$ cat config.mk
export PLATFORM = sky130hd
export DESIGN_NAME = init_sequencer
export DESIGN_NICKNAME = d
export VERILOG_FILES = /design/src/common/sd_cmd_pkg.sv /design/src/source/init_sequencer.sv
export SDC_FILE = /design/constraint.sdc
export NUM_CORES = 1
export LEC_CHECK = 0
export ABC_AREA = 0
export BUFFER_PORTS_ARGS = -buffer_cell sky130_fd_sc_hd__buf_2
export CORE_MARGIN = 2
export CORE_UTILIZATION = 38
export CTS_CLUSTER_SIZE = 24
export DETAILED_ROUTE_END_ITERATION = 10
export MAX_ROUTING_LAYER = met4
export PLACE_DENSITY_LB_ADDON = 0.15
export SLEW_MARGIN = 10
export SYNTH_ARGS = -nofsm -noshare
export SYNTH_HDL_FRONTEND = slang
export SYNTH_SLANG_ARGS = --single-unit
$ cat constraint.sdc
create_clock -name clk -period 3.6 [get_ports clk]
set_clock_uncertainty 0.1 [all_clocks]
set_input_delay 0.72 -clock clk [delete_from_list [all_inputs] [get_ports clk]]
set_output_delay 0.72 -clock clk [all_outputs]
set_load 0.05 [all_outputs]
$ cat src/common/sd_cmd_pkg.sv
`default_nettype none

package sd_cmd_pkg;

    // ========================================
    // Vector types
    // ========================================

    // SD command number, six bits in the frame
    typedef logic [5:0] cmd_index_t;

    // Command argument or R1 response payload
    typedef logic [31:0] cmd_arg_t;

    // CRC7 remainder, x^7 + x^3 + 1
    typedef logic [6:0] crc7_t;

    // ========================================
    // Command indices
    // ========================================

    // Reset card to idle, no response
    localparam cmd_index_t CMD_GO_IDLE = 6'd0;
    // Voltage check with echo pattern
    localparam cmd_index_t CMD_SEND_IF_COND = 6'd8;
    // Prefix for application commands
    localparam cmd_index_t CMD_APP_CMD = 6'd55;
    // ACMD41, host capacity and voltage window
    localparam cmd_index_t CMD_SD_SEND_OP_COND = 6'd41;

    // Entries in the power-up table
    localparam int INIT_TABLE_LEN = 4;

    // ========================================
    // Engine states
    // ========================================

    typedef enum logic [2:0] {
        ENG_IDLE,
        ENG_TX,
        ENG_WAIT_START,
        ENG_RX,
        ENG_GAP
    } engine_state_t;

endpackage

`default_nettype wire

$ cat src/source/init_sequencer.sv
`default_nettype none

module init_sequencer
    import sd_cmd_pkg::*;
(
    input  logic       clk,
    input  logic       rst_,
    input  logic       start,
    input  logic       full,
    output logic       push,
    output cmd_index_t push_index,
    output cmd_arg_t   push_arg,
    output logic       push_resp,
    output logic       seq_done
);

    localparam int PTR_W = $clog2(INIT_TABLE_LEN);

    logic             busy;
    logic [PTR_W-1:0] ptr;

    // Push whenever armed and the queue has room
    assign push = busy && !full;

    // ========================================
    // Power-up table
    // ========================================

    always_comb begin
        case (ptr)
            // Software reset, card stays silent
            PTR_W'(0): begin
                push_index = CMD_GO_IDLE;
                push_arg = 32'h0000_0000;
                push_resp = 1'b0;
            end
            // 2.7-3.6 V window, check pattern AA
            PTR_W'(1): begin
                push_index = CMD_SEND_IF_COND;
                push_arg = 32'h0000_01AA;
                push_resp = 1'b1;
            end
            // RCA zero before card is addressed
            PTR_W'(2): begin
                push_index = CMD_APP_CMD;
                push_arg = 32'h0000_0000;
                push_resp = 1'b1;
            end
            // HCS set, 3.2-3.4 V
            default: begin
                push_index = CMD_SD_SEND_OP_COND;
                push_arg = 32'h4030_0000;
                push_resp = 1'b1;
            end
        endcase
    end

    // ========================================
    // Table walk
    // ========================================

    always_ff @(posedge clk or negedge rst_) begin
        if (!rst_) begin
            busy <= 1'b0;
            ptr <= '0;
            seq_done <= 1'b0;
        end else begin
            seq_done <= 1'b0;
            if (!busy) begin
                // Start ignored while running
                if (start) begin
                    busy <= 1'b1;
                    ptr <= '0;
                end
            end else if (push) begin
                if (ptr == PTR_W'(INIT_TABLE_LEN - 1)) begin
                    busy <= 1'b0;
                    ptr <= '0;
                    seq_done <= 1'b1;
                end else begin
                    ptr <= ptr + 1'b1;
                end
            end
        end
    end

endmodule

`default_nettype wire

# Word level (Yosys, flattened, before mapping)
# Index checks and enable logic that the tools add are counted.
dict set report word_totals {
  input_bits 4
  elab_cells 28
  regBits 4
  n_memories 0
  out_inout_bits 41
  mem_bits_rw 0
  latchBits 0
  rom_bits 0
}
dict set report classes {
  addsub 1
  n_eq_ne 4
  order_cmp 0
  n_div 0
  multipliers 0
  n_reduce_logical 6
  n_bitwise 0
  muxes 14
  n_shift 0
}
# op count
set ops {}
lappend ops {{case mux 31 bit (2 select lines)} 1}
lappend ops {{case mux 6 bit (3 select lines)} 1}
lappend ops {{2-to-1 mux 1 bit} 8}
lappend ops {{2-to-1 mux 2 bit} 4}
lappend ops {{== test 2 bit (second input constant)} 2}
lappend ops {{adder 2 x 1 -> 2 bit (second input constant)} 1}
lappend ops {{== test 2 x 1 -> 1 bit (second input constant)} 1}
lappend ops {{logical NOT 2 bit} 1}
lappend ops {{inequality test 2 bit (second input constant)} 1}
lappend ops {{AND reduction 2 bit} 1}
lappend ops {{nonzero test 2 bit} 1}
lappend ops {{OR reduction 2 bit} 1}
lappend ops {{logical AND 1 bit} 1}
lappend ops {{logical NOT 1 bit} 1}

# Logic depth before layout (Yosys ltp)
dict set report logic_depth {
  depth_word 4
  depth_mapped 4
  depth_no_buf 4
}

# Worst setup path before layout
# No wires, ideal clock.
dict set report synth_path {
  kind {register to output}
  start {reg ptr[0]}
  end {out push_index[5]}
  t_arrival_ps 1645
  setup_slack_ps 1135
  stages_incl_launch_ff 5
  cell_sequence {dfrtp_1 inv_1 ha_1 or2_2 buf_4}
}
dict set report synth_via {
  elab_chain_len 2
  elab_cells_between_ends 4
}
# item line
set synth_rtl {}
lappend synth_rtl {{from (decl)} init_sequencer.sv:20} ;# logic [PTR_W-1:0] ptr;
lappend synth_rtl {{from (signal assigned)} init_sequencer.sv:81} ;# ptr <= ptr + 1'b1;
lappend synth_rtl {{== test 2 bit, or another cell as far along} init_sequencer.sv:30} ;# case (ptr)
lappend synth_rtl {{case mux 6 bit (3 select lines) *} init_sequencer.sv:30}
lappend synth_rtl {{to (decl)} init_sequencer.sv:11} ;# output cmd_index_t push_index,
# Mark *: on every way between the ends. The rest lies on a longest branch, timed or not.

# Final worst setup path
# Ends and elaborated chain as after synthesis.

==> summary.md <==
| Metric | Value |
|---|---|
| Via total after detailed routing | `roughly 300` |
| Critical Path Sink Type | `primary output` |
| Detailed Routing Iterations Pass 1 | `3` |
| Post-synthesis cell type count | `16` |
| Flop-to-flop setup slack | `around 2.4 ns` |
| HPWL after DPL | `527 microns` |
| Full die area | `around 1600 sq um` |
| Via count of the first global-routing pass | `between 200 and 250` |
| Average instance area after synthesis | `around 8.6 sq um` |
| Class of the worst hold path | `in2async` |
| Critical register-to-register path endpoint | `ptr[0]` |
| Routed Wire Length | `649 microns` |
| TritonCTS clock tree | `done` |
| Crit path largest cell delay | `0.45 ns` |
| CP max stage cell | `sky130_fd_sc_hd__dfrtp_1` |
| Total Routing Usage GR | `between 10 and 15%` |
| Maximum clock frequency | `425 MHz` |
| Clock-pin slew reported for the worst setup and hold paths after clock tree synthesis | `0.04 ns` |
| Synthesized instance count | `58` |
| Pin count of the biggest net entering global routing | `8` |
| Post-CTS Hold Buffers | `0` |
| Filler cells | `137` |
| Combined buffer and inverter count along the critical path | `2` |
| Total grt overflow | `0` |
| Utilization after layout | `37.7%` |
| WL per Instance | `7.55 microns` |
| Die Span X | `40.2 microns` |
| Status | `completed` |
| Final slew viol count | `0` |
| Initial core utilization | `about two fifths` |
| Setup repair after global routing missed its margin | `false` |
| Count of antenna-violating nets left after detailed routing | `0` |
| Clock Path Buffers | `2` |
| Chip height | `40.2 microns` |
| Drt initial violations | `4` |
| Largest fanout on the critical path | `7` |
| Path depth of the worst reg2reg path | `4` |
| Mapped cell area | `498 sq um` |
| Number of rows in the core area | `13` |
| Total number of clock tree sinks | `4` |
| Tmin final | `2.35 ns` |
| Post-route DRC | `0` |
| Cts bufs inserted | `3` |
| CP Data Required Time | `2.78 ns` |
| Launching point of the worst reg2reg path | `ptr[0]` |
| Number of synthesis warnings | `0` |
| Critical path's top delay family | `flip-flops` |
| Root buffer cell | `sky130_fd_sc_hd__clkbuf_4` |
| Arrival time reported for the critical path endpoint | `1.53 ns` |
| Number of max-capacitance violations reported | `0` |
| Fraction of final layout cells sized beyond drive strength 1 | `36.6%` |
| Total I/O pin count | `45` |
| Count of endpoints failing setup in the final report | `0` |
| Crit share post-route | `65.4%` |
| Hold Vio Cnt, Final | `0` |
| CTS HTree Levels | `1` |
| Worst-Skew Late Latency | `between 0.2 and 0.25 ns` |
| Post_cts resized | `0` |
| # nets final | `82` |
| Count of state elements after synthesis | `4` |
| Startpoint-to-endpoint class of the critical path | `reg2out` |
| Sequential fraction of the synthesis area | `20.1%` |
| Final estimated routing congestion in global placement | `about 0.73` |
| Port bufs | `20` |
| Non-filler cells in the finished layout | `86` |
| Mean number of vias per cell | `roughly 3.5` |
| Buffer count from post-CTS setup fixing | `0` |
| Placeable core region | `1270 sq um` |
| Setup total negative slack | `0 ns` |
| Crit start category | `register` |
| Cell total after placement | `83` |
| Area delta synth->final | `-4.02%` |
| Global-route wire length before repair | `938 microns` |
| Total inserted antenna cells | `0` |
| Crit path cell chain | `inv_1, ha_1, or2_2, buf_2` |
| Number of antenna violations at the first check in global routing | `0` |
[cells in the mapped netlist]
cell type	count	area share (%)
sky130_fd_sc_hd__or2_1	1	1.3
sky130_fd_sc_hd__buf_4	33	50
sky130_fd_sc_hd__a21o_1	1	1.5
sky130_fd_sc_hd__dfrtp_1	4	20
sky130_fd_sc_hd__conb_1	1	0.75
sky130_fd_sc_hd__o21ai_1	1	1.0
sky130_fd_sc_hd__nor3_1	1	1.0
sky130_fd_sc_hd__a21oi_1	1	1.0
sky130_fd_sc_hd__nor2b_2	1	1.8
sky130_fd_sc_hd__or2_2	1	1.3
sky130_fd_sc_hd__ha_1	5	13
sky130_fd_sc_hd__nand2_1	1	0.75
sky130_fd_sc_hd__nor2_1	2	1.5
sky130_fd_sc_hd__a22o_1	1	1.8
sky130_fd_sc_hd__inv_1	3	2.3
sky130_fd_sc_hd__and2_4	1	1.8
[placed cells by master, fill, tap and decap left out, types with 2 or more instances in the layout]
| cell | Yosys | layout |
|---|---|---|
| sky130_fd_sc_hd__clkbuf_4 | 0 | 3 |
| sky130_fd_sc_hd__inv_1 | 3 | 3 |
| sky130_fd_sc_hd__conb_1 | 1 | 24 |
| sky130_fd_sc_hd__ha_1 | 5 | 5 |
| sky130_fd_sc_hd__dfrtp_1 | 4 | 4 |
| sky130_fd_sc_hd__buf_2 | 0 | 20 |
| sky130_fd_sc_hd__nor2_1 | 2 | 2 |
[area by class of cell]
cell class              count  area [sq um]  share of cell area (%)
repair buffers             20           100                    20.9
clock buffers               3          22.5                    4.71
inverters                   3          11.3                    2.36
well taps                  15          18.8                    3.93
flip-flops and latches      4           100                    20.9
multi-input cells          41           225                    47.1
[logic make-up (layout without fill, tap and decap cells)]
family | count (synthesis) | in the layout | synth area share, %
fa+ha+maj | 5 | 5 | 12.6
compound gates | 4 | 4 | 5.28
flops | 4 | 4 | 20.1
simple gates | 8 | 8 | 9.30
other cells | 1 | 24 | 0.753
buf+inv | 36 | 26 | 52.0
[worst reg2reg max path: cells and delay by family (launching register included)]
kind | cells | cell delay, ns
adder cells (fa/ha/maj) | 1 | 0.21
flip-flops | 1 | 0.45
AO/OA/AOI/OAI | 2 | 0.32
AND/OR/NAND/NOR | 1 | 0.06
[state kept, by name, indices dropped and copies added, names as in the netlist]
| signal | count |
|---|---|
| seq_done | 1 |
| ptr | 2 |
| busy | 1 |
[per-stage QoR]
step / hold slack [ns] / setup slack, ns / instance area, sq um
final: 0.174 / 1.25 / 478
after CTS: 0.169 / 1.23 / 478
after detailed placement: 0.431 / 1.50 / 455
after floorplan: 0.324 / 1.14 / 584
after global routing: 0.175 / 1.16 / 478
after global placement: 0.434 / 1.50 / 455
[how the worst max path moves through the flow]
stage	cells after the start	slack (ns)	to	from
floorplan	4	1.14	push_index[5]	ptr[0]
global placement	3	1.50	push	full
detailed placement	4	1.50	push_index[5]	ptr[0]
CTS	4	1.23	push_index[5]	ptr[0]
global route	4	1.16	push_index[0]	ptr[0]
finish	4	1.25	push_index[5]	ptr[0]
[metal layers]
metal | vias up | wire length [microns] | track usage [%]
met4 | 0 | 42 | 15.0
met3 | 4 | 96 | 6.67
li1 | 148 | - | -
met1 | 120 | 244 | 9.73
met2 | 27 | 265 | 12.9
met5 | - | 0 | -
Power is left out: the tool's default activity adds up to more than one toggle a clock period on the data nets, which glitch-free logic cannot reach.
