--- src/common/sd_cmd_pkg.sv ---
`default_nettype none

package sd_cmd_pkg;

    // ========================================
    // Vector types
    // ========================================

    // SD command number, six bits in the frame
    typedef logic [5:0] cmd_index_t;

    // Command argument or R1 response payload
    typedef logic [31:0] cmd_arg_t;

    // CRC7 remainder, x^7 + x^3 + 1
    typedef logic [6:0] crc7_t;

    // ========================================
    // Command indices
    // ========================================

    // Reset card to idle, no response
    localparam cmd_index_t CMD_GO_IDLE = 6'd0;
    // Voltage check with echo pattern
    localparam cmd_index_t CMD_SEND_IF_COND = 6'd8;
    // Prefix for application commands
    localparam cmd_index_t CMD_APP_CMD = 6'd55;
    // ACMD41, host capacity and voltage window
    localparam cmd_index_t CMD_SD_SEND_OP_COND = 6'd41;

    // Entries in the power-up table
    localparam int INIT_TABLE_LEN = 4;

    // ========================================
    // Engine states
    // ========================================

    typedef enum logic [2:0] {
        ENG_IDLE,
        ENG_TX,
        ENG_WAIT_START,
        ENG_RX,
        ENG_GAP
    } engine_state_t;

endpackage

`default_nettype wire

--- src/source/cmd_queue.sv ---
`default_nettype none

module cmd_queue
    import sd_cmd_pkg::*;
#(
    parameter int QUEUE_DEPTH = 4
) (
    input  logic       clk,
    input  logic       rst_,
    input  logic       push,
    input  cmd_index_t push_index,
    input  cmd_arg_t   push_arg,
    input  logic       push_resp,
    input  logic       pop,
    output logic       full,
    output logic       empty,
    output cmd_index_t head_index,
    output cmd_arg_t   head_arg,
    output logic       head_resp
);

    localparam int PTR_W = (QUEUE_DEPTH > 1) ? $clog2(QUEUE_DEPTH) : 1;
    localparam int CNT_W = $clog2(QUEUE_DEPTH + 1);

    // Entry storage
    cmd_index_t       mem_index [QUEUE_DEPTH];
    cmd_arg_t         mem_arg [QUEUE_DEPTH];
    logic             mem_resp [QUEUE_DEPTH];
    logic [PTR_W-1:0] wr_ptr;
    logic [PTR_W-1:0] rd_ptr;
    logic [CNT_W-1:0] count;
    logic             do_push;
    logic             do_pop;

    assign full = (count == CNT_W'(QUEUE_DEPTH));
    assign empty = (count == '0);
    assign do_push = push && !full;
    assign do_pop = pop && !empty;

    // Show-ahead head
    assign head_index = mem_index[rd_ptr];
    assign head_arg = mem_arg[rd_ptr];
    assign head_resp = mem_resp[rd_ptr];

    always_ff @(posedge clk) begin
        if (do_push) begin
            mem_index[wr_ptr] <= push_index;
            mem_arg[wr_ptr] <= push_arg;
            mem_resp[wr_ptr] <= push_resp;
        end
    end

    always_ff @(posedge clk or negedge rst_) begin
        if (!rst_) begin
            wr_ptr <= '0;
            rd_ptr <= '0;
            count <= '0;
        end else begin
            // Pointers wrap at depth, which need not be a power of two
            if (do_push) begin
                wr_ptr <= (wr_ptr == PTR_W'(QUEUE_DEPTH - 1)) ? '0 : wr_ptr + 1'b1;
            end
            if (do_pop) begin
                rd_ptr <= (rd_ptr == PTR_W'(QUEUE_DEPTH - 1)) ? '0 : rd_ptr + 1'b1;
            end
            if (do_push && !do_pop) begin
                count <= count + 1'b1;
            end else if (do_pop && !do_push) begin
                count <= count - 1'b1;
            end
        end
    end

endmodule

`default_nettype wire

--- config.mk ---
export PLATFORM = sky130hd
export DESIGN_NAME = cmd_queue
export DESIGN_NICKNAME = d
export VERILOG_FILES = /design/src/common/sd_cmd_pkg.sv /design/src/source/cmd_queue.sv
export SDC_FILE = /design/constraint.sdc
export NUM_CORES = 1
export LEC_CHECK = 0
export BUFFER_PORTS_ARGS = -buffer_cell sky130_fd_sc_hd__buf_4
export CAP_MARGIN = 5
export CELL_PAD_IN_SITES_DETAIL_PLACEMENT = 2
export CELL_PAD_IN_SITES_GLOBAL_PLACEMENT = 2
export CORE_ASPECT_RATIO = 0.6
export CORE_MARGIN = 2
export CORE_UTILIZATION = 40
export DETAILED_ROUTE_END_ITERATION = 8
export PLACE_DENSITY = 0.72
export SYNTH_ARGS = -nofsm -noshare
export SYNTH_HDL_FRONTEND = slang
export SYNTH_SLANG_ARGS = --single-unit
export TNS_END_PERCENT = 50
--- constraint.sdc ---
create_clock -name clk -period 2.55 [get_ports clk]
set_clock_uncertainty 0.05 [all_clocks]
set_input_delay 0.3825 -clock clk [delete_from_list [all_inputs] [get_ports clk]]
set_output_delay 0.3825 -clock clk [all_outputs]
set_load 0.02 [all_outputs]
## Word level (Yosys, flattened, before mapping)

Memories as Yosys holds them, arrays and structs flattened.
Cells that the tools add are included.

- Bits of input ports: 43
- Bits in writable memories: 156
- Bits in read-only memories: 0
- Memories kept: 3
- Latch bits: 0
- Output and inout port bits: 41
- Bits in registers: 7
- Word-level logic and storage cells: 29

Memory list:

| name | words | width | rd ports | clocked after Yosys merged registers in | wr ports | RTL line | text |
|---|---|---|---|---|---|---|---|
| mem_arg | 4 | 32 | 1 | 0 | 1 | cmd_queue.sv:27 | `cmd_arg_t mem_arg [QUEUE_DEPTH];` |
| mem_index | 4 | 6 | 1 | 0 | 1 | cmd_queue.sv:26 | `cmd_index_t mem_index [QUEUE_DEPTH];` |
| mem_resp | 4 | 1 | 1 | 0 | 1 | cmd_queue.sv:28 | `logic mem_resp [QUEUE_DEPTH];` |

- Divide/modulo/power cells: 0
- Equal/unequal tests: 3
- Add/subtract/negate cells: 4
- Shifts and indexed selects: 0
- Reduce and logical (&&, ||, !) cells: 10
- Muxes and demuxes: 6
- Magnitude comparators: 0
- Multipliers: 0
- Bitwise gates (word level): 0

Operators by type and width:

| kind | count |
|---|---|
| $mux 3 | 2 |
| $add 2x1->2 const B | 2 |
| $eq 2x2->1 const B | 2 |
| $logic_and 1x1->1 | 4 |
| $logic_not 1->1 | 4 |
| $mux 2 | 2 |
| $add 3x1->3 const B | 1 |
| $eq 3x3->1 const B | 1 |
| $logic_not 3->1 | 1 |
| $sub 3x1->3 const B | 1 |
| $mux 1 | 2 |
| $reduce_bool 2->1 | 1 |

## Longest topological paths before layout

- Depth in word-level cells: 7
- Mapped depth: 8
- Mapped depth without buffers: 8

## Worst setup path after synthesis

OpenSTA, ideal clock, no wires.

- Kind: register -> register
- Start point: register count[2]
- End point: memory mem_arg[3][0] in the netlist's numbering, enable pin
- Library setup time: 436 ps
- Required time: 2,064 ps
- Arrival time: 2,281 ps
- Period minus slack after synthesis: 2,767 ps
- Buffers on the path: 0
- Setup slack: -217 ps
- Cell stages (with the launch flop): 3
- Path through: dfrtp_1 nor3b_4 nor2_1

- Longest elaborated chain between the ends: 5

RTL lines:

| what | RTL line | text |
|---|---|---|
| start, declared | cmd_queue.sv:31 | `logic [CNT_W-1:0] count;` |
| start signal, assigned | cmd_queue.sv:67 | `count <= count + 1'b1;` |
| start signal, assigned | cmd_queue.sv:69 | `count <= count - 1'b1;` |
| $eq 3x3->1 | cmd_queue.sv:35 | `assign full = (count == CNT_W'(QUEUE_DEPTH));` |
| via full | cmd_queue.sv:15 | `output logic full,` |
| $logic_not 1->1 | cmd_queue.sv:37 | `assign do_push = push && !full;` |
| $logic_and 1x1->1 | cmd_queue.sv:37 |  |
| $mux 1 | cmd_queue.sv:46 | `if (do_push) begin` |
| $mux 1 (implied by the code) | cmd_queue.sv:48 | `mem_arg[wr_ptr] <= push_arg;` |
| end, declared | cmd_queue.sv:27 |  |

The timed path passes the listed nets, and every way through them passes these cells.

## Final worst setup path

- Start point: register count[0]
- End point: register count[2]

- Longest elaborated chain between the ends: 6
- Elaborated cells between the ends (all ways): 15
- Classes of those cells: 2 x add/sub; 1 x eq/ne; 2 x mux; 10 x reduce/logical

RTL lines:

| what |
|---|
| branches (longest 6 deep; another with $sub 3x1->3) |

Parallel ways; which one is timed is not known. The select of a mux whose other input is x is not followed.
A chain may end at the register's enable or synchronous reset.

==> results.txt <==
The maximum frequency from static timing analysis came out at 0.435 GHz. The number of buffers inserted to repair setup after CTS came out at 0. Of the cells placed in the final design, the portion with a size suffix greater than 1 is 47.3%. The area inside the core boundary is 14,700 µm². The routed wire length came out at 13,300 µm. The number of failing setup endpoints in the final timing report is 0. Setup repair after global routing left no endpoint under its margin.

The clock network latency to the later pin of the worst-skew pair came out at 0.41 ns. In the synthesized netlist the dominant register cell turns out to be sky130_fd_sc_hd__edfxtp_1. The tree is rooted in a sky130_fd_sc_hd__clkbuf_16.

The detailed placer's ending HPWL came out at 8570 µm. The worst setup path is of the flop to flop kind. The starting density of the core is 41.5%. The static leakage came out at 2.62 nW. The instance count along the most critical hold path came out at 1.

Once placement completed, the tool counted placed cells totaling 522. The number of nets handed over by synthesis was 291. The die is 99.6 µm tall. Compared with the post-synthesis result, the final layout area differs by 24.9%. The leading cell type in the layout, fill and taps excluded is sky130_fd_sc_hd__edfxtp_1. The number of detailed-route iterations in the first pass is 4.

The worst-case IR drop observed on VDD is 0.000525 V. The total overflow reported by the global router came out at 0. The share of async-settable or async-resettable flops after synthesis is 4.29%. The number of buffers inserted by port buffering is 83. The slew of the pin with the lowest slew margin is 0.434 ns. The initial antenna violation count is 0. The startpoint identified for the worst hold timing path is push_arg[13]. The die is 163 µm wide. The placer's final routability congestion estimate came out at 0.709. During synthesis, Yosys emitted a total of 0 warnings. The count of antenna diodes in the layout is 0. The top cell types in the final layout, fill and taps aside, are sky130_fd_sc_hd__edfxtp_1 (156), sky130_fd_sc_hd__buf_4 (84), sky130_fd_sc_hd__mux4_2 (39). The part of the Yosys area used for sequential elements is 79.7%.

The slowest stage of the critical path is the sky130_fd_sc_hd__dfrtp_1 cell. The synthesized cell area came out at 6090 µm². The number of unique standard cell types used by synthesis came out at 21. In this design, the stage delay of the slowest critical-path cell is 0.48 ns. The critical path goes through o31ai_2 -> ha_1 -> inv_1 -> fa_1 -> xor2_1 -> nor2_1 -> xor2_1. The maximum number of pins on one net before global-route repair is 40. The worst slew slack as a fraction of its limit is 71.1%. The CTS buffer count is 17. The clock input transition at the sequential cells of the worst setup and hold paths is 0.06 ns. The internal power consumption is 6.41 mW.

The via count of the first global-routing pass was 3,246. The number of violations of the max-capacitance limit is 0. Power spread over the standard cell area amounts to 1230 nW/µm². The worst hold slack across all endpoints came out at 0.121 ns. The longest clock path from root to sink contains 2 buffers. STA classifies the critical path endpoint as a flop. In this run switching power makes up 31.6% of total power. The required time reported for the critical path endpoint is 2.83 ns. The endpoint arrival time on the critical path came out at 2.57 ns. Combinational cells account for 34.6% of the total power. The synthesized area divided by synthesized cell count came out at 25.3 µm². The number of enable flip-flop cells after synthesis came out at 156. The detailed router placed 2,833 vias in this run.

After synthesis the netlist holds a flip-flop and latch count of 163. The global-route wire length before repair came out at 20,200 µm. In the final routed layout, each cell accounts on average for 23.9 µm. The most numerous cell on the critical path is sky130_fd_sc_hd__xor2_1. The flow ran to the end, and the final reports show no timing, DRC or antenna violations. The synthesized instance count is 241.

The count of H-tree levels built during CTS came out at 4. The CTS tree is built. For this run, design rule violations remaining after detail routing come to 0. Pin placement for this block handled 84 I/O pins.

Along the worst path, the maximum fanout reaches 5. The proportion of power drawn by the clock network is 24.8%. The critical path runs through a total of 7 cells. Cells fill 51.9% of the core in the end. The number of failing hold endpoints at the final stage came out at 0. Once detail routing completed, the nets flagged for antenna violations numbered 0. The minimum setup slack among reg-to-reg paths came out at 0.25 ns. The die covers 16,300 µm². Overall power consumption after layout is estimated at 9.37 mW. The final instance count without filler cells came out at 555.

The post-route setup TNS is 0 ns. After floorplanning, the core was divided into 34 placement rows. The count of buffer and inverter cells on the critical path came out at 1.

The analysis attributes to net switching a power of 2.96 mW. For hold timing, the worst endpoint is mem_arg[2][13]$_DFFE_PP_. The net count of the finished layout is 394. The vias per cell came out at 5.10.

The proportion of power drawn by flip-flops and latches is 40.6%. The final critical path takes up 90.1% of the cycle. In this design, the largest share of critical-path delay is due to adder cells. The minimum clock period after layout is 2.30 ns. The kind of start point of the critical path is a flop. The total routing usage reported by global routing is 17.5%. In this run the critical register-to-register path is captured at count[2]$_DFFE_PN0P_. The type of the tightest min-delay check is input pin to flop. The number of cells on the worst reg-to-reg path came out at 7. Counting every sink on the clock net gives 163. The count of pins over their slew limit was 0. The launching point of the worst reg2reg path is count[0]$_DFFE_PN0P_.

After the first detailed-routing iteration, the DRC count stood at 216.
## synth_stat cells, types with 3 or more instances
library cell / instances / area [µm²]
sky130_fd_sc_hd__ha_1: 6 / 75.1
sky130_fd_sc_hd__mux4_2: 39 / 878
sky130_fd_sc_hd__nor2_1: 3 / 11.3
sky130_fd_sc_hd__edfxtp_1: 156 / 4680
sky130_fd_sc_hd__dfrtp_1: 7 / 175
sky130_fd_sc_hd__buf_6: 5 / 56.3
sky130_fd_sc_hd__buf_2: 3 / 15.0
sky130_fd_sc_hd__inv_1: 3 / 11.3
sky130_fd_sc_hd__and2_1: 3 / 18.8
## layout make-up
cell class | count | area (µm²)
Fill cell | 1259 | 7060
Sequential cell | 163 | 4860
Multi-Input combinational cell | 66 | 1160
Timing Repair Buffer | 93 | 801
Clock buffer | 22 | 444
Tap cell | 198 | 248
Clock inverter | 10 | 87.6
Inverter | 3 | 11.3
## how the worst max path moves through the flow
stage,endpoint,start
4_1_cts,count[2]$_DFFE_PN0P_,count[0]$_DFFE_PN0P_
5_1_grt,count[2]$_DFFE_PN0P_,count[0]$_DFFE_PN0P_
6_report,count[2]$_DFFE_PN0P_,count[0]$_DFFE_PN0P_
3_5_place_dp,count[2]$_DFFE_PN0P_,count[0]$_DFFE_PN0P_
2_1_floorplan,mem_arg[0][0]$_DFFE_PP_,count[2]$_DFFE_PN0P_
3_3_place_gp,count[2]$_DFFE_PN0P_,count[0]$_DFFE_PN0P_
## metrics by stage
step | setup slack (ns) | cell area (µm²)
floorplan | 0.333 | 6100
global placement | 0.467 | 7070
CTS | 0.231 | 7610
finish | 0.252 | 7610
global route | 0.0904 | 7610
detailed placement | 0.279 | 7070
## kinds of logic (layout without fill, tap and decap cells)
family          after synthesis  count (layout)  synth area share (%)
mux                          43              43                  15.3
buf+inv                      12             128                  1.42
simple gates                 11              11                  1.25
xor+xnor                      3               3                 0.431
compound gates                2               2                 0.328
fa+ha+maj                     7               7                  1.56
flops                       163             163                  79.7
## state kept, by name, summed over array words and instances, names as in the netlist
name / count
wr_ptr: 2
mem_arg: 128
mem_index: 24
count: 3
mem_resp: 4
rd_ptr: 2
## what timing repair did
action / CTS / global route
hold buffers: 1 / 0
setup endpoints to repair: 0 / 0
hold endpoints to repair: 7 / 0
resized for setup: 0 / 0
## routing by layer
layer	GRT usage (%)	part of all wire, %
met1	23.0	44
met2	28.9	50
met3	5.13	5.8
met4	4.49	0.70
met5	0	0
## power groups by stage
stage	Sequential [mW]	Combinational, mW	Clock [mW]
after CTS	3.82	3.32	2.39
after floorplan	3.74	2.03	0
final	3.80	3.24	2.32
after detailed placement	3.87	3.30	0
after global placement	3.79	3.20	0
after global routing	3.85	3.47	2.48
## worst reg2reg max path, delay by kind of cell (launching register included)
| family | cells | cell delay (ns) |
|---|---|---|
| AND/OR/NAND/NOR | 1 | 0.16 |
| buffers and inverters | 1 | 0.06 |
| adder cells (fa/ha/maj) | 2 | 0.65 |
| flip-flops | 1 | 0.48 |
| XOR/XNOR | 2 | 0.37 |
| AO/OA/AOI/OAI | 1 | 0.46 |
No activity file was read; power rests on OpenSTA's default activity.
