`src/common/sd_cmd_pkg.sv`:
```
`default_nettype none

package sd_cmd_pkg;

    // ========================================
    // Vector types
    // ========================================

    // SD command number, six bits in the frame
    typedef logic [5:0] cmd_index_t;

    // Command argument or R1 response payload
    typedef logic [31:0] cmd_arg_t;

    // CRC7 remainder, x^7 + x^3 + 1
    typedef logic [6:0] crc7_t;

    // ========================================
    // Command indices
    // ========================================

    // Reset card to idle, no response
    localparam cmd_index_t CMD_GO_IDLE = 6'd0;
    // Voltage check with echo pattern
    localparam cmd_index_t CMD_SEND_IF_COND = 6'd8;
    // Prefix for application commands
    localparam cmd_index_t CMD_APP_CMD = 6'd55;
    // ACMD41, host capacity and voltage window
    localparam cmd_index_t CMD_SD_SEND_OP_COND = 6'd41;

    // Entries in the power-up table
    localparam int INIT_TABLE_LEN = 4;

    // ========================================
    // Engine states
    // ========================================

    typedef enum logic [2:0] {
        ENG_IDLE,
        ENG_TX,
        ENG_WAIT_START,
        ENG_RX,
        ENG_GAP
    } engine_state_t;

endpackage

`default_nettype wire

```
`src/sd_cmd/sd_crc7.sv`:
```
`default_nettype none

module sd_crc7
    import sd_cmd_pkg::*;
(
    input  logic  clk,
    input  logic  rst_,
    input  logic  clear,
    input  logic  enable,
    input  logic  din,
    output crc7_t crc
);

    // Feedback is the incoming bit against the remainder MSB
    logic  feedback;
    crc7_t crc_next;

    assign feedback = din ^ crc[6];

    // Taps at x^3 and x^0
    assign crc_next = {crc[5:3], crc[2] ^ feedback, crc[1:0], feedback};

    always_ff @(posedge clk or negedge rst_) begin
        if (!rst_) begin
            crc <= '0;
        end else if (clear) begin
            // Start of a new frame
            crc <= '0;
        end else if (enable) begin
            crc <= crc_next;
        end
    end

endmodule

`default_nettype wire

```
`src/sd_cmd/sd_cmd_engine.sv`:
```
`default_nettype none

module sd_cmd_engine
    import sd_cmd_pkg::*;
#(
    parameter int CLK_DIV_HALF = 4,
    parameter int RESP_TIMEOUT = 64
) (
    input  logic       clk,
    input  logic       rst_,
    input  logic       empty,
    input  cmd_index_t head_index,
    input  cmd_arg_t   head_arg,
    input  logic       head_resp,
    input  logic       cmd_in,
    output logic       pop,
    output logic       sd_clk,
    output logic       cmd_out,
    output logic       cmd_oe,
    output logic       resp_valid,
    output cmd_index_t resp_index,
    output cmd_arg_t   resp_arg,
    output logic       resp_crc_ok,
    output logic       resp_timeout,
    output logic       cmd_done
);

    localparam int DIV_W = $clog2(CLK_DIV_HALF + 1);
    localparam int TO_W = $clog2(RESP_TIMEOUT + 1);

    engine_state_t    state;
    logic [DIV_W-1:0] div_cnt;
    logic             half_tick;
    logic             clk_rise;
    logic             clk_fall;
    logic [5:0]       bit_cnt;
    logic [TO_W-1:0]  to_cnt;
    logic             expect_resp;
    logic [39:0]      tx_shift;
    logic [47:0]      rx_shift;
    logic             load;
    logic             rx_take;
    logic             tx_crc_en;
    logic             rx_crc_en;
    crc7_t            tx_crc;
    crc7_t            rx_crc;

    // ========================================
    // sd_clk divider
    // ========================================

    // Half period ends after CLK_DIV_HALF clk cycles
    assign half_tick = (state != ENG_IDLE) && (div_cnt == DIV_W'(CLK_DIV_HALF - 1));
    assign clk_rise = half_tick && !sd_clk;
    assign clk_fall = half_tick && sd_clk;

    always_ff @(posedge clk or negedge rst_) begin
        if (!rst_) begin
            div_cnt <= '0;
            sd_clk <= 1'b0;
        end else if (state == ENG_IDLE) begin
            // Clock parked low between commands
            div_cnt <= '0;
            sd_clk <= 1'b0;
        end else if (half_tick) begin
            div_cnt <= '0;
            sd_clk <= !sd_clk;
        end else begin
            div_cnt <= div_cnt + 1'b1;
        end
    end

    // ========================================
    // CRC units
    // ========================================

    // Head is captured in the pop cycle
    assign load = (state == ENG_IDLE) && pop;

    // Card samples on the rising edge, so feed the CRC there too
    assign tx_crc_en = (state == ENG_TX) && clk_rise && (bit_cnt < 6'd40);

    // Start bit seen in wait state, or any bit of the response body
    assign rx_take = clk_rise && ((state == ENG_RX) || (state == ENG_WAIT_START && !cmd_in));
    assign rx_crc_en = rx_take && (bit_cnt < 6'd40);

    sd_crc7 tx_crc_i (
        .clk    (clk),
        .rst_   (rst_),
        .clear  (load),
        .enable (tx_crc_en),
        .din    (tx_shift[39]),
        .crc    (tx_crc)
    );

    sd_crc7 rx_crc_i (
        .clk    (clk),
        .rst_   (rst_),
        .clear  (load),
        .enable (rx_crc_en),
        .din    (cmd_in),
        .crc    (rx_crc)
    );

    // ========================================
    // Shift registers
    // ========================================

    // MSB first on the line
    assign cmd_out = tx_shift[39];

    always_ff @(posedge clk) begin
        if (load) begin
            // Start bit, host transmission bit, index, argument
            tx_shift <= {2'b01, head_index, head_arg};
        end else if (state == ENG_TX && clk_fall) begin
            if (bit_cnt == 6'd39) begin
                // Tail of frame: CRC then end bit
                tx_shift <= {tx_crc, 1'b1, 32'd0};
            end else begin
                tx_shift <= {tx_shift[38:0], 1'b1};
            end
        end
    end

    always_ff @(posedge clk) begin
        if (rx_take) begin
            rx_shift <= {rx_shift[46:0], cmd_in};
        end
    end

    // R1 layout, valid while resp_valid is high
    assign resp_index = rx_shift[45:40];
    assign resp_arg = rx_shift[39:8];
    assign resp_crc_ok = (rx_crc == rx_shift[7:1]) && rx_shift[0];

    // ========================================
    // Command FSM
    // ========================================

    always_ff @(posedge clk or negedge rst_) begin
        if (!rst_) begin
            state <= ENG_IDLE;
            pop <= 1'b0;
            cmd_oe <= 1'b0;
            bit_cnt <= '0;
            to_cnt <= '0;
            expect_resp <= 1'b0;
            resp_valid <= 1'b0;
            resp_timeout <= 1'b0;
            cmd_done <= 1'b0;
        end else begin
            // Strobes default low
            pop <= 1'b0;
            resp_valid <= 1'b0;
            resp_timeout <= 1'b0;
            cmd_done <= 1'b0;
            case (state)
                ENG_IDLE: begin
                    if (pop) begin
                        expect_resp <= head_resp;
                        cmd_oe <= 1'b1;
                        bit_cnt <= '0;
                        state <= ENG_TX;
                    end else if (!empty) begin
                        pop <= 1'b1;
                    end
                end
                ENG_TX: begin
                    // Bits advance on the falling edge
                    if (clk_fall) begin
                        if (bit_cnt == 6'd47) begin
                            cmd_oe <= 1'b0;
                            bit_cnt <= '0;
                            to_cnt <= '0;
                            state <= expect_resp ? ENG_WAIT_START : ENG_GAP;
                        end else begin
                            bit_cnt <= bit_cnt + 1'b1;
                        end
                    end
                end
                ENG_WAIT_START: begin
                    if (clk_rise) begin
                        if (!cmd_in) begin
                            // Start bit already counted as bit 0
                            bit_cnt <= 6'd1;
                            state <= ENG_RX;
                        end else if (to_cnt == TO_W'(RESP_TIMEOUT - 1)) begin
                            resp_timeout <= 1'b1;
                            bit_cnt <= '0;
                            state <= ENG_GAP;
                        end else begin
                            to_cnt <= to_cnt + 1'b1;
                        end
                    end
                end
                ENG_RX: begin
                    if (clk_rise) begin
                        if (bit_cnt == 6'd47) begin
                            resp_valid <= 1'b1;
                            bit_cnt <= '0;
                            state <= ENG_GAP;
                        end else begin
                            bit_cnt <= bit_cnt + 1'b1;
                        end
                    end
                end
                ENG_GAP: begin
                    // Eight rising edges, then park at the next fall
                    if (clk_rise) begin
                        bit_cnt <= bit_cnt + 1'b1;
                    end else if (clk_fall && bit_cnt == 6'd8) begin
                        cmd_done <= 1'b1;
                        state <= ENG_IDLE;
                    end
                end
                default: begin
                    state <= ENG_IDLE;
                end
            endcase
        end
    end

endmodule

`default_nettype wire

```
`config.mk`:
```
export PLATFORM = sky130hd
export DESIGN_NAME = sd_cmd_engine
export DESIGN_NICKNAME = d
export VERILOG_FILES = /design/src/common/sd_cmd_pkg.sv /design/src/sd_cmd/sd_crc7.sv /design/src/sd_cmd/sd_cmd_engine.sv
export SDC_FILE = /design/constraint.sdc
export NUM_CORES = 1
export LEC_CHECK = 0
export ABC_AREA = 1
export BUFFER_PORTS_ARGS = -buffer_cell sky130_fd_sc_hd__buf_2
export CORE_ASPECT_RATIO = 0.7
export CORE_MARGIN = 3
export CORE_UTILIZATION = 32
export CTS_BUF_LIST = sky130_fd_sc_hd__clkbuf_16
export DETAILED_ROUTE_END_ITERATION = 12
export PLACE_DENSITY_LB_ADDON = 0.15
export SLEW_MARGIN = 20
export SYNTH_ARGS = -nofsm -noshare
export SYNTH_HDL_FRONTEND = slang
export SYNTH_SLANG_ARGS = --single-unit
```
`constraint.sdc`:
```
create_clock -name clk -period 2.3 [get_ports clk]
set_input_delay 0.345 -clock clk [delete_from_list [all_inputs] [get_ports clk]]
set_output_delay 0.345 -clock clk [all_outputs]
set_load 0.03 [all_outputs]
```
* Word-level counts from Yosys, hierarchy flattened *
Index checks and enable logic that the tools add are counted.

storage, ports and cells
  input bits = 43
  logic and storage cells = 130
  register bits = 126

cells by class
  mux-type cells = 55
  bitwise logic cells = 4
  $lt $le $gt $ge = 1
  add/sub/neg operators = 3
  reduce and logical (&&, ||, !) cells = 29
  equality and inequality tests = 22

operator list
  operator             count
  $mux 38              2
  $mux 7               9
  $mux 6               8
  $mux 40              1
  $mux 3               13
  $pmux 6 s5           1
  $mux 1               18
  $ne 2x2->1 const B   9
  $pmux 3 s5           1
  $pmux 7 s2           1
  $eq 6x6->1 const B   2
  $logic_and 1x1->1    12
  $reduce_bool 2->1    6
  $eq 3x2->1 const B   3
  $reduce_and 9->1     1
  $add 7x1->7 const B  1
  $eq 7x6->1 const B   1
  $eq 7x7->1           1
  $reduce_and 7->1     1
  $add 6x1->6 const B  1
  $eq 6x4->1 const B   1
  $lt 6x6->1 const B   1
  $reduce_and 6->1     1
  $reduce_bool 5->1    1
  13 further kinds     18

* Longest topological paths before layout *
  depth in word-level cells = 7
  gate-level depth with buffers = 11
  gate-level depth less buffers = 10

* Hierarchy *
Synthesis repeated with hierarchy kept, for this count alone.

unflattened totals
  cell total of the unflattened synthesis = 481
  area, all modules = 5626.6 µm²

by module, submodules not included
  module         times used  area each (µm²)  cells each
  sd_cmd_engine  1           5001.0           409
  sd_crc7        2           312.8            36

* Least setup slack after synthesis *
No wires, ideal clock.

  path kind = reg-to-reg
  from = register div_cnt[0]
  to = register tx_shift[0], enable pin
  buffers on the path = 0
  period minus slack after synthesis = 2.412 ns
  data required time = 1.904 ns
  library setup time = 0.396 ns
  path slack = -0.112 ns
  arrival time = 2.016 ns
  cell stages (with the launch flop) = 8
  cell sequence = dfrtp_1 -> ha_1 -> inv_1 -> nor2_1 -> nand3_4 -> nor2_1 -> inv_1 -> nand2_1

between the ends
  word-level cells in the longest chain between the ends = 5

ends and longest elaborated chain
  item                         RTL line              RTL
  start: declaration           sd_cmd_engine.sv:32   logic [DIV_W-1:0] div_cnt;
  start signal: assignment     sd_cmd_engine.sv:69   div_cnt <= div_cnt + 1'b1;
  $eq 3x2->1                   sd_cmd_engine.sv:53   assign half_tick = (state != ENG_IDLE) && (div_cnt == DIV_W'(CLK_DIV_HALF - 1));
  $logic_and 1x1->1            sd_cmd_engine.sv:53
  $logic_and 1x1->1            sd_cmd_engine.sv:55   assign clk_fall = half_tick && sd_clk;
  $logic_and 1x1->1            sd_cmd_engine.sv:116  end else if (state == ENG_TX && clk_fall) begin
  $reduce_bool 2->1 (no line)  -
  end signal: assignment       sd_cmd_engine.sv:115  tx_shift <= {2'b01, head_index, head_arg};
  end signal: assignment       sd_cmd_engine.sv:119  tx_shift <= {tx_crc, 1'b1, 32'd0};
  end signal: assignment       sd_cmd_engine.sv:121  tx_shift <= {tx_shift[38:0], 1'b1};
  end: declaration             sd_cmd_engine.sv:39   logic [39:0] tx_shift;

No other way between the ends.
A chain may end at the register's enable or synchronous reset.

* Worst setup path in the final report *
  from = register state[0]
  to = register tx_shift[30], enable pin

between the ends
  word-level cells in the longest chain between the ends = 5
  elaborated cells between the ends (all ways) = 8

ends and longest elaborated chain
  item                             RTL line              RTL
  start: declaration               sd_cmd_engine.sv:31   engine_state_t state;
  start signal: assignment         sd_cmd_engine.sv:176  state <= expect_resp ? ENG_WAIT_START : ENG_GAP;
  $reduce_bool 3->1                sd_cmd_engine.sv:53
  $logic_and 1x1->1                sd_cmd_engine.sv:53
  $logic_and 1x1->1                sd_cmd_engine.sv:55
  $logic_and 1x1->1                sd_cmd_engine.sv:116
  $reduce_bool 2->1 (no line) (*)  -

Every way passes the cells marked *; elsewhere a longest branch is shown, timed or not.

==> results.cfg <==
[run_status]
status = complete, no violations

[clock_network]
cts_tree = done
ctsHoldBuffers = 1
cts.clk_slew.worst_paths_ns = 0.06
cts_sinks = 126
clock_path_buffers = 2
insertion_delay_ns = 0.41
cts_setup_buffers = 0
cts_max_level = 4
cts_root_buf = clkbuf_16
post_cts_resized = 0
numCtsBuffers = 17

[setup_path]
startpoint = state[0]
ff2ff_path_depth = 7
end_kind = flip-flop
crit_required_ns = 2.39
worstSetupPathType = flip-flop to flip-flop
endpoint = tx_shift[30]
crit_slowest_cell = dfrtp_1
r2r_start = state[0]
regToRegEndpoint = tx_shift[30]
start_kind = flip-flop
crit_fanout = 38
ff2ff_setup_slack_ns = 0.29
cpPeakStageDelay_ns = 0.52
arrival_ns = 2.10
path_cells = nand2_2, nor2_2, inv_1, nor2_1, inv_1, nand2_2, buf_12

[drt]
detail_route.wl_per_cell_um = 14.5
vias = 3578
via_per_inst = 4.58
drt-total-wl_um = 11400
first_pass_iters = 4
drc_errors = 0
postRouteAntennaNets = 0
drt_iter0_drc = 218

[finish]
n_antenna_cell = 0
area_delta_synth_final_pct = 19.2
drive_above_1_share = 0.309
layout.nets = 590
fin_area_um2 = 6670

[synthesis]
avgSynthCellArea_um2 = 11.8
synth_seq_cells = 126
yosysWarnings = 0
synth_area_um2 = 5600
synth_seq_area_share = 0.636
syn_nets = 520
netlist_instances = 473
yosysUniqueCellTypes = 40

[die]
die_h_um = 117
core-area_um2 = 16700
start_util = 0.335
die_area_um2 = 19100
dieWidth_um = 164
rows = 39
io_pins = 89

[power]
p_per_area_nw_per_um2 = 758
worst_ir_drop_vdd_mv = 0.305
power_uw = 5060
power_leakage_uw = 0.00285

[sta]
post-route-period-util = 0.873
fin_skew_ns = 0.0116
max_freq_mhz = 498
finalSetupViolations = 0
hold_viol = 0
tns_ns = 0
final_max_slew_viol_count = 0
fin_hold_ws_ns = 0.0817
worstMarginPinSlew_ns = 0.584
relSlewSlack = 0.610
grt_setup_unrepaired = no
fin_crit_ns = 2.01

[global_routing]
first_global_vias = 3518
grt_max_degree = 40
track_usage = 0.126
antenna_found_initial = 1
grt_pass1_wl_um = 18600
overflow = 0

[placement]
io_buffers = 88
post_dp_cell_area_um2 = 6090
globalplace.congestion = 0.812
dpl.hpwl_um = 7930

[worst_hold_path]
hold_path.class = primary input to flip-flop
min_delay_path_depth = 2

[job]
drv_cap = 0
power breakdown:
| group | leakage [uW] | internal, uW | switching (uW) | total [uW] |
|---|---|---|---|---|
| clock network | 0.000269 | 1520 | 1080 | 2600 |
| logic | 0.00121 | 28.5 | 30.7 | 59.3 |
| registers | 0.00138 | 2400 | 0 | 2400 |
| total | 0.00285 | 3940 | 1110 | 5060 |
synthesized netlist by cell type:
| master | count | area (um2) |
|---|---|---|
| nor2_4 | 5 | 56.3 |
| nand2_2 | 11 | 68.8 |
| o21ai_2 | 9 | 78.8 |
| xor2_1 | 9 | 78.8 |
| dfrtp_1 | 40 | 1000 |
| o211ai_1 | 2 | 15.0 |
| edfxtp_1 | 84 | 2520 |
| a221oi_1 | 1 | 8.76 |
| or2_2 | 2 | 12.5 |
| buf_6 | 4 | 45.0 |
| nand3b_1 | 1 | 7.51 |
| a22o_1 | 31 | 272 |
| a21oi_1 | 3 | 15.0 |
| o22a_1 | 1 | 8.76 |
| nor2_1 | 23 | 86.3 |
| nor2_2 | 2 | 12.5 |
| dfxtp_1 | 2 | 40.0 |
| nand2_4 | 3 | 33.8 |
| o21ai_0 | 20 | 100 |
| inv_2 | 4 | 15.0 |
| nor3_1 | 6 | 30.0 |
| a31oi_1 | 2 | 12.5 |
| o21ai_1 | 5 | 25.0 |
| nand3_4 | 2 | 35.0 |
| a21boi_0 | 1 | 7.51 |
| a21oi_4 | 1 | 16.3 |
| buf_2 | 1 | 5.00 |
| ha_1 | 4 | 50.1 |
| buf_1 | 2 | 7.51 |
| inv_4 | 1 | 6.26 |
| o2111ai_1 | 1 | 8.76 |
| nand3_2 | 1 | 10.0 |
| clkbuf_1 | 1 | 3.75 |
| nand3_1 | 24 | 120 |
| buf_4 | 39 | 293 |
| inv_1 | 38 | 143 |
| nand2_1 | 78 | 293 |
| nand4_1 | 4 | 25.0 |
| clkinv_2 | 1 | 5.00 |
| o22ai_1 | 4 | 25.0 |
routing by layer:
metal / share of wire / track usage / up-vias
met3: 0.065 / 0.0386 / 8
li1: - / - / 1755
met4: 0.0055 / 0.0406 / 2
met1: 0.52 / 0.193 / 1704
met2: 0.40 / 0.166 / 109
met5: 0.0011 / 0 / -
sequential cells by signal (all words and copies together) (netlist names):
signal and count:
bit_cnt 6, cmd_done 1, cmd_oe 1, div_cnt 3, expect_resp 1, pop 1, resp_timeout 1, resp_valid 1
rx_crc_i.crc 7, rx_shift 46, sd_clk 1, state 3, to_cnt 7, tx_crc_i.crc 7, tx_shift 40
worst min path at each step:
stage / from / to / slack (ns)
CTS: empty / pop / 0.06
detailed placement: rst_ / bit_cnt[2] / 0.29
floorplan: rst_ / bit_cnt[0] / 0.05
global placement: rst_ / bit_cnt[0] / 0.28
global route: empty / pop / 0.07
finish: empty / pop / 0.08
layout by cell type, fill, tap and decap left out, types with 6 or more instances in the layout:
cell,count
buf_2,88
nor3_1,6
nand2_2,12
edfxtp_1,84
dfrtp_1,40
o21ai_0,20
inv_1,38
clkbuf_16,17
o21ai_2,9
nor2_1,22
a22o_1,31
nand2_1,77
inv_6,6
xor2_1,9
nand3_1,24
worst max-delay path: cells and delay by family, from the launching register on:
family	cells	cell delay, ns
AND/OR/NAND/NOR	4	0.70
flip-flops	1	0.52
buffers and inverters	3	0.46
layout make-up:
cell class                 instances  area, um2
timing repair buffer              98        568
clock buffer                      17        425
multi-input combinational        256       1520
tap                              225        282
fill                            1617      10100
sequential                       126       3560
clock inverter                    15        148
inverter                          44        169
cell families after synthesis:
family                     after synthesis  share of synthesized area
AOI/OAI and AO/OA                       81                      0.106
buffers and inverters                   91                     0.0934
xor gates and xnor gates                 9                     0.0141
DFF                                    126                      0.636
adders and majority gates                4                    0.00894
and+or+nand+nor                        162                      0.141
metrics by stage:
step                instances   util  setup WS (ns)
floorplan                 473      -         0.0782
global placement          748  0.364          0.344
detailed placement        748  0.364          0.281
CTS                       781  0.399          0.264
global route              781  0.399         0.0987
finish                    781  0.399          0.293
(Power assumes the default switching activity.)
